===== src/rtl/sram_proc_pkg.sv =====
package sram_proc_pkg;

    // ======================================================================
    // Common data types
    // ======================================================================

    // 32-bit data word or byte address
    typedef logic [31:0] word_t;
    // One SRAM half-word
    typedef logic [15:0] half_t;
    // Byte lane strobes, bit n covers byte n
    typedef logic [3:0]  strb_t;

    // Host command codes
    typedef enum logic [7:0] {
        CMD_NONE  = 8'h00,
        CMD_READ  = 8'h01,
        CMD_WRITE = 8'h02,
        CMD_CRC   = 8'h04
    } cmd_e;

    // All four lanes set, full word write
    localparam strb_t STRB_ALL = 4'hF;

    // ======================================================================
    // CRC-32, reflected Ethernet polynomial
    // ======================================================================
    localparam word_t CRC32_POLY = 32'hEDB88320;
    localparam word_t CRC32_INIT = 32'hFFFFFFFF;

    // Fold one word into the running CRC, LSB first
    function automatic word_t crc32_word(input word_t crc, input word_t data);
        word_t c;
        c = crc;
        for (int i = 0; i < 32; i++) begin
            // Shift out one bit, apply polynomial on mismatch
            if (c[0] ^ data[i]) begin
                c = (c >> 1) ^ CRC32_POLY;
            end else begin
                c = c >> 1;
            end
        end
        return c;
    endfunction

endpackage

===== src/rtl/sram_proc.sv =====
`timescale 1ns/1ps

module sram_proc import sram_proc_pkg::*; #(
    parameter int SRAM_ADDR_W = 19
) (
    input  logic                   clk,
    input  logic                   resetn,
    // Host command port
    input  logic                   start,
    input  cmd_e                   cmd,
    input  word_t                  addr_in,
    input  word_t                  data_in,
    input  strb_t                  mem_wstrb,
    output logic                   busy,
    output logic                   done,
    output word_t                  result,
    // SRAM driver port
    output logic                   sram_valid,
    output logic                   sram_we,
    output logic [SRAM_ADDR_W-1:0] sram_addr,
    output half_t                  sram_wdata,
    input  logic                   sram_ready,
    input  half_t                  sram_rdata
);

    // Controller to word engine
    logic  word_req;
    logic  word_we;
    word_t word_addr;
    word_t word_wdata;
    strb_t word_wstrb;
    logic  word_ack;
    word_t word_rdata;

    // Controller and scanner
    logic  crc_start;
    word_t crc_first;
    word_t crc_last;
    logic  crc_req;
    word_t crc_addr;
    logic  crc_done;
    word_t crc_value;

    sram_cmd_ctrl u_cmd_ctrl (.*);

    sram_word_engine #(
        .SRAM_ADDR_W (SRAM_ADDR_W)
    ) u_word_engine (.*);

    // Ack and read data go to the scanner as well
    crc32_scanner u_crc_scanner (.*);

endmodule


===== src/rtl/sram_cmd_ctrl.sv =====
`timescale 1ns/1ps

module sram_cmd_ctrl import sram_proc_pkg::*; (
    input  logic  clk,
    input  logic  resetn,
    // Host command port
    input  logic  start,
    input  cmd_e  cmd,
    input  word_t addr_in,
    input  word_t data_in,
    input  strb_t mem_wstrb,
    output logic  busy,
    output logic  done,
    output word_t result,
    // Word engine request
    output logic  word_req,
    output logic  word_we,
    output word_t word_addr,
    output word_t word_wdata,
    output strb_t word_wstrb,
    input  logic  word_ack,
    input  word_t word_rdata,
    // CRC scanner
    output logic  crc_start,
    output word_t crc_first,
    output word_t crc_last,
    input  logic  crc_req,
    input  word_t crc_addr,
    input  logic  crc_done,
    input  word_t crc_value
);

    typedef enum logic [1:0] {
        ST_IDLE, ST_WORD_OP, ST_CRC_OP, ST_FINISH
    } state_e;

    state_e state;
    cmd_e   cmd_q;
    word_t  addr_q;
    word_t  data_q;
    strb_t  strb_q;
    logic   req_q;
    logic   crc_active;

    // ======================================================================
    // Word engine routing, scanner owns it during CRC
    // ======================================================================
    assign crc_active = (state == ST_CRC_OP);
    assign word_req   = crc_active ? crc_req : req_q;
    assign word_we    = !crc_active && (cmd_q == CMD_WRITE);
    assign word_addr  = crc_active ? crc_addr : addr_q;
    assign word_wdata = data_q;
    assign word_wstrb = strb_q;

    // CRC range is start address and end address
    assign crc_first  = addr_q;
    assign crc_last   = data_q;

    always_ff @(posedge clk) begin
        if (!resetn) begin
            state     <= ST_IDLE;
            busy      <= 1'b0;
            done      <= 1'b0;
            result    <= '0;
            req_q     <= 1'b0;
            crc_start <= 1'b0;
        end else begin
            // Single-cycle pulses
            done      <= 1'b0;
            req_q     <= 1'b0;
            crc_start <= 1'b0;
            case (state)
                ST_IDLE: begin
                    if (start && !busy) begin
                        cmd_q  <= cmd;
                        addr_q <= addr_in;
                        data_q <= data_in;
                        strb_q <= mem_wstrb;
                        case (cmd)
                            CMD_READ, CMD_WRITE: begin
                                req_q <= 1'b1;
                                busy  <= 1'b1;
                                state <= ST_WORD_OP;
                            end
                            CMD_CRC: begin
                                crc_start <= 1'b1;
                                busy      <= 1'b1;
                                state     <= ST_CRC_OP;
                            end
                            // Unknown code, finish at once, result kept
                            default: done <= 1'b1;
                        endcase
                    end
                end
                ST_WORD_OP: begin
                    if (word_ack) begin
                        result <= (cmd_q == CMD_WRITE) ? '0 : word_rdata;
                        state  <= ST_FINISH;
                    end
                end
                ST_CRC_OP: begin
                    if (crc_done) begin
                        result <= crc_value;
                        state  <= ST_FINISH;
                    end
                end
                default: begin
                    done  <= 1'b1;
                    busy  <= 1'b0;
                    state <= ST_IDLE;
                end
            endcase
        end
    end

    a_done_pulse: assert property (@(posedge clk) disable iff (!resetn)
        done |=> !done)
        else $error("done held high for two cycles");

endmodule


===== src/rtl/crc32_scanner.sv =====
`timescale 1ns/1ps

module crc32_scanner import sram_proc_pkg::*; (
    input  logic  clk,
    input  logic  resetn,
    // Range from the command controller
    input  logic  crc_start,
    input  word_t crc_first,
    input  word_t crc_last,
    // Reads through the word engine
    output logic  crc_req,
    output word_t crc_addr,
    input  logic  word_ack,
    input  word_t word_rdata,
    // Result
    output logic  crc_done,
    output word_t crc_value
);

    typedef enum logic [1:0] {
        ST_IDLE, ST_REQUEST, ST_WAIT_WORD, ST_FINISH
    } state_e;

    state_e state;
    word_t  addr_q;
    word_t  last_q;
    word_t  crc_q;
    word_t  next_addr;

    assign next_addr = addr_q + 32'd4;

    // One request per word, issued from the request state
    assign crc_req   = (state == ST_REQUEST);
    assign crc_addr  = addr_q;
    assign crc_done  = (state == ST_FINISH);
    // Final inversion
    assign crc_value = ~crc_q;

    always_ff @(posedge clk) begin
        if (!resetn) begin
            state <= ST_IDLE;
        end else begin
            case (state)
                ST_IDLE: begin
                    if (crc_start) begin
                        addr_q <= crc_first;
                        last_q <= crc_last;
                        crc_q  <= CRC32_INIT;
                        state  <= ST_REQUEST;
                    end
                end
                ST_REQUEST: state <= ST_WAIT_WORD;
                ST_WAIT_WORD: begin
                    if (word_ack) begin
                        crc_q  <= crc32_word(crc_q, word_rdata);
                        addr_q <= next_addr;
                        // Stop once the next word would reach the end address
                        state  <= (next_addr >= last_q) ? ST_FINISH : ST_REQUEST;
                    end
                end
                default: state <= ST_IDLE;
            endcase
        end
    end

    // No second read until the first has been acked
    a_one_outstanding: assert property (@(posedge clk) disable iff (!resetn)
        crc_req |=> (!crc_req until_with word_ack))
        else $error("crc_req issued while a read was outstanding");

endmodule


===== src/rtl/sram_word_engine.sv =====
`timescale 1ns/1ps

module sram_word_engine import sram_proc_pkg::*; #(
    parameter int SRAM_ADDR_W = 19
) (
    input  logic                   clk,
    input  logic                   resetn,
    // Word request side
    input  logic                   word_req,
    input  logic                   word_we,
    input  word_t                  word_addr,
    input  word_t                  word_wdata,
    input  strb_t                  word_wstrb,
    output logic                   word_ack,
    output word_t                  word_rdata,
    // SRAM driver side
    output logic                   sram_valid,
    output logic                   sram_we,
    output logic [SRAM_ADDR_W-1:0] sram_addr,
    output half_t                  sram_wdata,
    input  logic                   sram_ready,
    input  half_t                  sram_rdata
);

    typedef enum logic [2:0] {
        ST_IDLE, ST_RMW_LOW, ST_RMW_HIGH, ST_MERGE,
        ST_LOW, ST_GAP, ST_HIGH, ST_COMPLETE
    } state_e;

    state_e state;
    // Access that follows the gap cycle
    state_e gap_next;

    // Latched request, word index only (bits 1:0 dropped)
    logic [SRAM_ADDR_W-2:0] wa_q;
    word_t data_q;
    strb_t strb_q;
    logic  we_q;
    // Read data, also the old word during read-modify-write
    word_t rdata_q;
    word_t merged;

    // New bytes over old ones, lane by lane
    always_comb begin
        for (int i = 0; i < 4; i++) begin
            merged[8*i +: 8] = strb_q[i] ? data_q[8*i +: 8] : rdata_q[8*i +: 8];
        end
    end

    assign word_ack   = (state == ST_COMPLETE);
    assign word_rdata = rdata_q;

    always_ff @(posedge clk) begin
        if (!resetn) begin
            state      <= ST_IDLE;
            gap_next   <= ST_HIGH;
            sram_valid <= 1'b0;
            sram_we    <= 1'b0;
        end else begin
            case (state)
                ST_IDLE: begin
                    if (word_req) begin
                        wa_q        <= word_addr[SRAM_ADDR_W:2];
                        data_q      <= word_wdata;
                        strb_q      <= word_wstrb;
                        we_q        <= word_we;
                        // Low half-word goes out first
                        sram_addr   <= {word_addr[SRAM_ADDR_W:2], 1'b0};
                        sram_wdata  <= word_wdata[15:0];
                        sram_valid  <= 1'b1;
                        if (word_we && word_wstrb != STRB_ALL) begin
                            // Partial write, fetch old word first
                            sram_we <= 1'b0;
                            state   <= ST_RMW_LOW;
                        end else begin
                            sram_we <= word_we;
                            state   <= ST_LOW;
                        end
                    end
                end
                ST_RMW_LOW: begin
                    if (sram_ready) begin
                        rdata_q[15:0] <= sram_rdata;
                        sram_valid    <= 1'b0;
                        gap_next      <= ST_RMW_HIGH;
                        state         <= ST_GAP;
                    end
                end
                ST_RMW_HIGH: begin
                    if (sram_ready) begin
                        rdata_q[31:16] <= sram_rdata;
                        sram_valid     <= 1'b0;
                        state          <= ST_MERGE;
                    end
                end
                ST_MERGE: begin
                    // Valid low here, so this cycle doubles as the gap
                    data_q     <= merged;
                    sram_addr  <= {wa_q, 1'b0};
                    sram_wdata <= merged[15:0];
                    sram_we    <= 1'b1;
                    sram_valid <= 1'b1;
                    state      <= ST_LOW;
                end
                ST_LOW: begin
                    if (sram_ready) begin
                        rdata_q[15:0] <= sram_rdata;
                        sram_valid    <= 1'b0;
                        sram_we       <= 1'b0;
                        gap_next      <= ST_HIGH;
                        state         <= ST_GAP;
                    end
                end
                ST_GAP: begin
                    // Set up the high half-word access
                    sram_addr  <= {wa_q, 1'b1};
                    sram_wdata <= data_q[31:16];
                    sram_we    <= we_q && (gap_next == ST_HIGH);
                    sram_valid <= 1'b1;
                    state      <= gap_next;
                end
                ST_HIGH: begin
                    if (sram_ready) begin
                        rdata_q[31:16] <= sram_rdata;
                        sram_valid     <= 1'b0;
                        sram_we        <= 1'b0;
                        state          <= ST_COMPLETE;
                    end
                end
                default: begin
                    // Ack cycle
                    state <= ST_IDLE;
                end
            endcase
        end
    end

    // Driver sees a frozen access until it answers
    a_hold_stable: assert property (@(posedge clk) disable iff (!resetn)
        sram_valid && !sram_ready |=>
            $stable(sram_addr) && $stable(sram_we) && $stable(sram_wdata))
        else $error("SRAM access changed while waiting for ready");

    // At least one idle cycle after each access
    a_valid_gap: assert property (@(posedge clk) disable iff (!resetn)
        sram_valid && sram_ready |=> !sram_valid)
        else $error("sram_valid high in the cycle after ready");

endmodule


===== config.mk =====
export PLATFORM = sky130hd
export DESIGN_NAME = sram_proc
export DESIGN_NICKNAME = d
export VERILOG_FILES = /design/src/rtl/sram_proc_pkg.sv /design/src/rtl/sram_proc.sv /design/src/rtl/sram_cmd_ctrl.sv /design/src/rtl/crc32_scanner.sv /design/src/rtl/sram_word_engine.sv
export SDC_FILE = /design/constraint.sdc
export NUM_CORES = 1
export LEC_CHECK = 0
export BUFFER_PORTS_ARGS = -buffer_cell sky130_fd_sc_hd__buf_2
export CAP_MARGIN = 20
export CORE_UTILIZATION = 45
export CTS_CLUSTER_DIAMETER = 120
export CTS_CLUSTER_SIZE = 20
export DETAILED_ROUTE_END_ITERATION = 12
export GPL_TIMING_DRIVEN = 1
export PLACE_DENSITY = 0.62
export SYNTH_ARGS = -nofsm -noshare
export SYNTH_HDL_FRONTEND = slang
export SYNTH_HIERARCHICAL = 1
export SYNTH_SLANG_ARGS = --single-unit

===== constraint.sdc =====
create_clock -name clk -period 5.11 [get_ports clk]
set_input_delay 0.2555 -clock clk [delete_from_list [all_inputs] [get_ports clk]]
set_output_delay 0.2555 -clock clk [all_outputs]
set_load 0.005 [all_outputs]

# Word-level counts from Yosys, hierarchy flattened
# Index checks and enable logic that the tools add are counted.
[op_classes] addsub=1 n_lt_le_gt_ge=1 n_eq_ne=35 n_mux=179 bitwise=66 n_reduce_logical=42
[op_table] op="two-way mux 32 bit" n=133
[op_table] op="NOT 13 -> 14 bit" n=32
[op_table] op="one-hot mux 32 bit (2 select lines)" n=4
[op_table] op="one-hot mux 19 bit (3 select lines)" n=1
[op_table] op="one-hot mux 16 bit (3 select lines)" n=1
[op_table] op="AND reduction 3 bit" n=12
[op_table] op="adder 32 x 3 -> 32 bit, second input constant" n=1
[op_table] op="greater-or-equal comparator 32 bit" n=1
[op_table] op="two-way mux 8 bit" n=4
[op_table] op="NOT 32 bit" n=1
[op_table] op="bitwise XOR 1 bit" n=32
[op_table] op="!= test 2 bit, second input constant" n=11
[op_table] op="two-way mux 3 bit" n=7
[op_table] op="two-way mux 20 bit" n=1
[op_table] op="AND reduction 4 bit" n=5
[op_table] op="two-way mux 19 bit" n=1
[op_table] op="one-hot mux 3 bit (6 select lines)" n=1
[op_table] op="equality test 8 x 2 -> 1 bit, second input constant" n=2
[op_table] op="two-way mux 16 bit" n=1
[op_table] op="equality test 3 bit, second input constant" n=5
[op_table] op="two-way mux 2 bit" n=6
[op_table] op="one-hot mux 2 bit (3 select lines)" n=2
[op_table] op="OR reduction 2 bit" n=6
[op_table] op="two-way mux 1 bit" n=11
[op_table] op="25 further kinds" n=43
[totals] reg_bits=342 in_bits=96 elab_cells=352

# Longest topological paths before layout
[depth] ltp_word=159 depth_mapped=19 depth_no_buf=19

# Modules after synthesis
# Netlist, hierarchy kept.
[by_module_without_submodules] module="crc32_scanner" instances=1 cells_per_inst=751 area_per_inst_um2=7811.2 seq_area_each_um2=2922.8
[by_module_without_submodules] module="sram_word_engine" instances=1 cells_per_inst=411 area_per_inst_um2=5470.2 seq_area_each_um2=3783.6
[by_module_without_submodules] module="sram_cmd_ctrl" instances=1 cells_per_inst=343 area_per_inst_um2=4895.9 seq_area_each_um2=3042.9

# Least setup slack after synthesis
# Ideal clock, no wire load.
[synth_timing] path_type="reg-to-reg" start="reg u_crc_scanner.state[1]" end="reg u_crc_scanner.addr_q[10] (netlist: u_crc_scanner/crc_addr[10]) (enable)" setup_time_ns=0.397 arrival_ns=3.798 required_time_ns=4.713 slack_ns=0.915 path_stages_with_launch=3 period_less_slack_ns=4.195 cell_sequence="dfxtp_1 nor3_1 a31o_2"
[synth_between] elab_chain_len=3 word_cells_on_any_way=6
[synth_rtl] element="start, declared" line_no="crc32_scanner.sv:24" text="state_e state;"
[synth_rtl] element="start signal, assigned" line_no="crc32_scanner.sv:58" text="state <= (next_addr >= last_q) ? ST_FINISH : ST_REQUEST;"
[synth_rtl] element="equality test 2 bit / zero test 2 bit (equally long branches)" line_no="crc32_scanner.sv:43" text="case (state)"
[synth_rtl] element="!= test 2 bit (no line) / nonzero test 2 bit (equally long branches)"
[synth_rtl] element="AND reduction 4 bit (no line) (*)"
[synth_rtl] element="end signal, assigned" line_no="crc32_scanner.sv:46" text="addr_q <= crc_first;"
[synth_rtl] element="end signal, assigned" line_no="crc32_scanner.sv:56" text="addr_q <= next_addr;"
[synth_rtl] element="end, declared" line_no="crc32_scanner.sv:25" text="word_t addr_q;"
# Every way passes the cells marked *; elsewhere a longest branch is shown, timed or not.
# A chain may end at the register's enable or synchronous reset.

# Worst setup path in the final report
[layout_timing] start="reg u_word_engine.rdata_q[1] (netlist: u_word_engine/word_rdata[1])" end="reg u_crc_scanner.crc_q[21] (data pin)"
[layout_between] elab_chain_len=137 word_cells_on_any_way=167
[layout_rtl] element="start, declared" line_no="sram_word_engine.sv:40" text="word_t rdata_q;"
[layout_rtl] element="start signal, assigned" line_no="sram_word_engine.sv:83" text="rdata_q[15:0] <= sram_rdata;"
[layout_rtl] element="start signal, assigned" line_no="sram_word_engine.sv:107" text="rdata_q[15:0] <= sram_rdata;"
[layout_rtl] element="bitwise XOR 1 bit (*)" line_no="sram_proc_pkg.sv:37" text="if (c[0] ^ data[i]) begin"
[layout_rtl] element="two-way mux 32 bit (*)" line_no="sram_proc_pkg.sv:37"
[layout_rtl] element="two-way mux 32 bit (*)" line_no="crc32_scanner.sv:54" text="if (word_ack) begin"
[layout_rtl] element="two-way mux 32 bit (*)" line_no="crc32_scanner.sv:43"
[layout_rtl] element="two-way mux 32 bit (*)" line_no="crc32_scanner.sv:40" text="if (!resetn) begin"
[layout_rtl] element="NOT 13 -> 14 bit (no line)"
[layout_rtl] element="two-way mux 32 bit (*)" line_no="sram_proc_pkg.sv:37"
[layout_rtl] element="two-way mux 32 bit (*)" line_no="crc32_scanner.sv:54"
[layout_rtl] element="[121 not listed]"
[layout_rtl] element="two-way mux 32 bit (*)" line_no="sram_proc_pkg.sv:37"
[layout_rtl] element="two-way mux 32 bit (*)" line_no="crc32_scanner.sv:54"
[layout_rtl] element="two-way mux 32 bit (*)" line_no="crc32_scanner.sv:43"
[layout_rtl] element="two-way mux 32 bit (*)" line_no="crc32_scanner.sv:40"
[layout_rtl] element="NOT 13 -> 14 bit (no line)"
[layout_rtl] element="two-way mux 32 bit (*)" line_no="sram_proc_pkg.sv:37"
[layout_rtl] element="two-way mux 32 bit (*)" line_no="crc32_scanner.sv:54"
[layout_rtl] element="one-hot mux 32 bit (2 select lines) (*)" line_no="crc32_scanner.sv:43"
[layout_rtl] element="end signal, assigned" line_no="crc32_scanner.sv:55" text="crc_q <= crc32_word(crc_q, word_rdata);"
[layout_rtl] element="end, declared" line_no="crc32_scanner.sv:27" text="word_t crc_q;"
# Every way passes the cells marked *; elsewhere a longest branch is shown, timed or not. The select of a mux whose other input is x is not followed.

==> results list <==
- The flow ran to the end, and the final reports show no timing, DRC or antenna violations.
- Count of maximum capacitance violations: 0
* Last element of the critical path: u_crc_scanner/crc_q[21]
- The first detailed-routing pass ran for 5 iterations.
* Total standard cell area after synthesis: 18000 um^2
- Leaving out fill and tap cells, the most frequent cell in the layout is edfxtp_1.
- Highest net fanout along the worst path: 7
- Dominant delay contributor by cell family on the critical path: XOR/XNOR gates
- Area of the die: 40800 um^2
* Starting density of the core: 46.1%
- The total count of hold-check failures in the final report came to 0.
- The number of antenna violations at the first check in global routing is 1.
* Highest clock rate: 234 MHz
- For this block, the initial DRC count from the detailed router was 909.
* Number of warnings printed during yosys synthesis: 6
- After detailed routing, the average wire length per cell comes to 21.3 um.
- The clock passes through at most 3 buffers.
* Final Max Slew Viols: 0
- The top cell types in the final layout, fill and taps aside, are 294 x edfxtp_1, 218 x nand2_1, 213 x xnor2_1.
- The worst hold path belongs to the class in -> reg.
- Total number of cells along the worst setup path: 11
* Final WL: 47.8 mm
* # port buffers: 166
- The signal on the critical path passes through xnor2_2 > xor3_1 > xor2_1 > xnor2_1 > xnor2_1 > xnor2_1 > xor2_4 > xor2_2 > xnor2_1 > nor2_1 > nand3b_1.
* Crit path max-delay cell type: xnor2_2
- By instance count, the cell type seen most on the critical path is xnor2_1.
* Worst hold slack: 372 ps
* Unrepaired setup endpoints after global routing: no
- Timing startpoint of the critical path: u_word_engine/word_rdata[1]
- CTS H-tree lvls: 1
- Post-Synthesis Cells: 1491
- Counting both buffers and inverters, the worst setup path holds a total of 0.
* Crit. End Element: register
* Total negative setup slack: 0 ps
- Count of instances resized after the clock tree is built: 0
- The die is 202 um tall.
* Number of core rows: 72
- RD Place Congestion: 0.926
- Worst-case headroom to the max-slew limit: 31.1%
* Cts hold-fix bufs: 94
- Dividing the final minimum period by the clock period gives 83.7%.
- In the routed layout, each cell is associated on average with a via count of 5.24.
- After detailed routing, the number of remaining DRC violations is 0.
- In this run the power density over the cells is 437 nW/um^2.
- Counting the buffers created by CTS gives 21.
* Arrival time reported for the critical path endpoint: 4550 ps
- Dividing the synthesized area by the synthesized cell count gives 12.1 um^2.
- The layout has 3393 filler cells.
* Total track usage: 23.3%
- R2R cell count: 11
- The worst register-to-register path begins at u_word_engine/word_rdata[1].
- Remaining number of nets flagged by the antenna check after routing: 0
- GRT Residual Overflow: 0
* Leakage power summed over all cells: 8.02 nW
* Worst endpoint required time: 5380 ps
- Top Ports: 167
- The total area inside the core boundary comes to 39100 um^2.
* Synthesized Nets: 1625
- STA classifies the critical path startpoint as a register.
* Die Wd: 202 um
* End of the worst register-to-register path: u_crc_scanner/crc_q[21]
- First-pass GRT wire length: 71.8 mm
* Register-to-register setup slack: 830 ps
* CP max stage delay: 580 ps
- Post-CTS setup buffers: 0
- Via count of the first global-routing pass: 11700
- The tree built by TritonCTS fans out to 340 sinks.
- Final nets: 1850
- Final setup violation count: 0
- Growth of design area from synthesis to finish: 15.4%
* Peak supply drop: 521 uV
* Post-CTS clock slew at the launch and capture registers of the worst setup and hold paths: 90 ps
* Largest net degree at the start of global routing: 65
- On the final layout, the worst clock skew is 20.3 ps.
- Slew at the pin closest to its max-slew limit: 1030 ps
- Across all layers, the routed design uses 11800 vias.
- Kind of critical path: reg -> reg
- HPWL reported at the end of detailed placement: 35.6 mm
- TritonCTS built the clock tree.
* Clock period minus final worst setup slack: 4280 ps
* Ratio of cells with drive above 1 in the final layout: 20.0%
- Library cell used as clock root buffer: clkbuf_16
- For the worst-skew pair, the clock arrives at the later sink with an insertion delay of 550 ps.
-- flip-flops by register name, summed over array words and instances (netlist names), 3 cells and up --
signal	cells
u_crc_scanner/crc_q	32
u_word_engine/sram_addr	19
u_cmd_ctrl/word_wstrb	4
u_word_engine/data_q	32
u_cmd_ctrl/crc_first	32
u_crc_scanner/crc_addr	32
u_word_engine/wa_q	18
u_cmd_ctrl/crc_last	32
u_word_engine/sram_wdata	16
u_cmd_ctrl/result	32
u_word_engine/word_rdata	32
u_crc_scanner/last_q	32
u_cmd_ctrl/cmd_q	8
u_word_engine/strb_q	4
u_word_engine/state	3
-- area by class of cell --
class                           instances  area, um^2  share of cell area, %
Clock buffer                           35         578                   2.78
Inverter                               86         323                   1.55
Timing Repair Buffer                  291        2020                   9.70
Clock inverter                          3        33.8                  0.162
Sequential cell                       340        9750                   46.9
Multi-Input combinational cell        976        7440                   35.8
Antenna cell                            1        2.50                 0.0120
Tap cell                              518         648                   3.12
-- metrics by stage --
stage                     utilization [%]  instances  instance area, um^2  worst slack, ps  power [mW]
after floorplan                         -       1491                18000              915        6.44
after global placement               49.2       2117                19200              866        7.39
after detailed placement             49.2       2117                19200              868        7.35
after CTS                            53.2       2249                20800              825        9.15
after global routing                 53.2       2250                20800              439        9.57
final                                53.2       2250                20800              831        9.09
-- worst min path at each step --
| stage | startpoint | endpoint | slack [ps] | cells after the start |
|---|---|---|---|---|
| 2_1_floorplan | cmd[2] | u_cmd_ctrl/req_q | 330 | 1 |
| 3_3_place_gp | addr_in[17] | u_cmd_ctrl/crc_first[17] | 430 | 1 |
| 3_5_place_dp | addr_in[9] | u_cmd_ctrl/crc_first[9] | 430 | 1 |
| 4_1_cts | resetn | u_word_engine/gap_next[2] | 330 | 2 |
| 5_1_grt | addr_in[18] | u_cmd_ctrl/crc_first[18] | 400 | 2 |
| 6_report | resetn | u_word_engine/state[0] | 370 | 3 |
-- tightest hold or removal path: cells and delay by family --
kind / cells / cell delay (ps)
simple gates: 1 / 160
compound gates: 1 / 30
buf+inv: 1 / 410
-- routing by layer --
| metal | part of all wire [%] | track usage, % |
|---|---|---|
| met1 | 47 | 34.7 |
| met3 | 5.9 | 2.66 |
| met2 | 46 | 37.0 |
| met5 | 0 | 0 |
| met4 | 1.3 | 4.32 |
-- power breakdown --
| group | internal [mW] | total [mW] | switching, mW |
|---|---|---|---|
| registers | 3.14 | 3.22 | 0.0751 |
| clock network | 0.791 | 1.72 | 0.929 |
| logic | 1.87 | 4.16 | 2.28 |
| total | 5.80 | 9.09 | 3.29 |
Note: power is estimated with default switching activity, not from simulation.
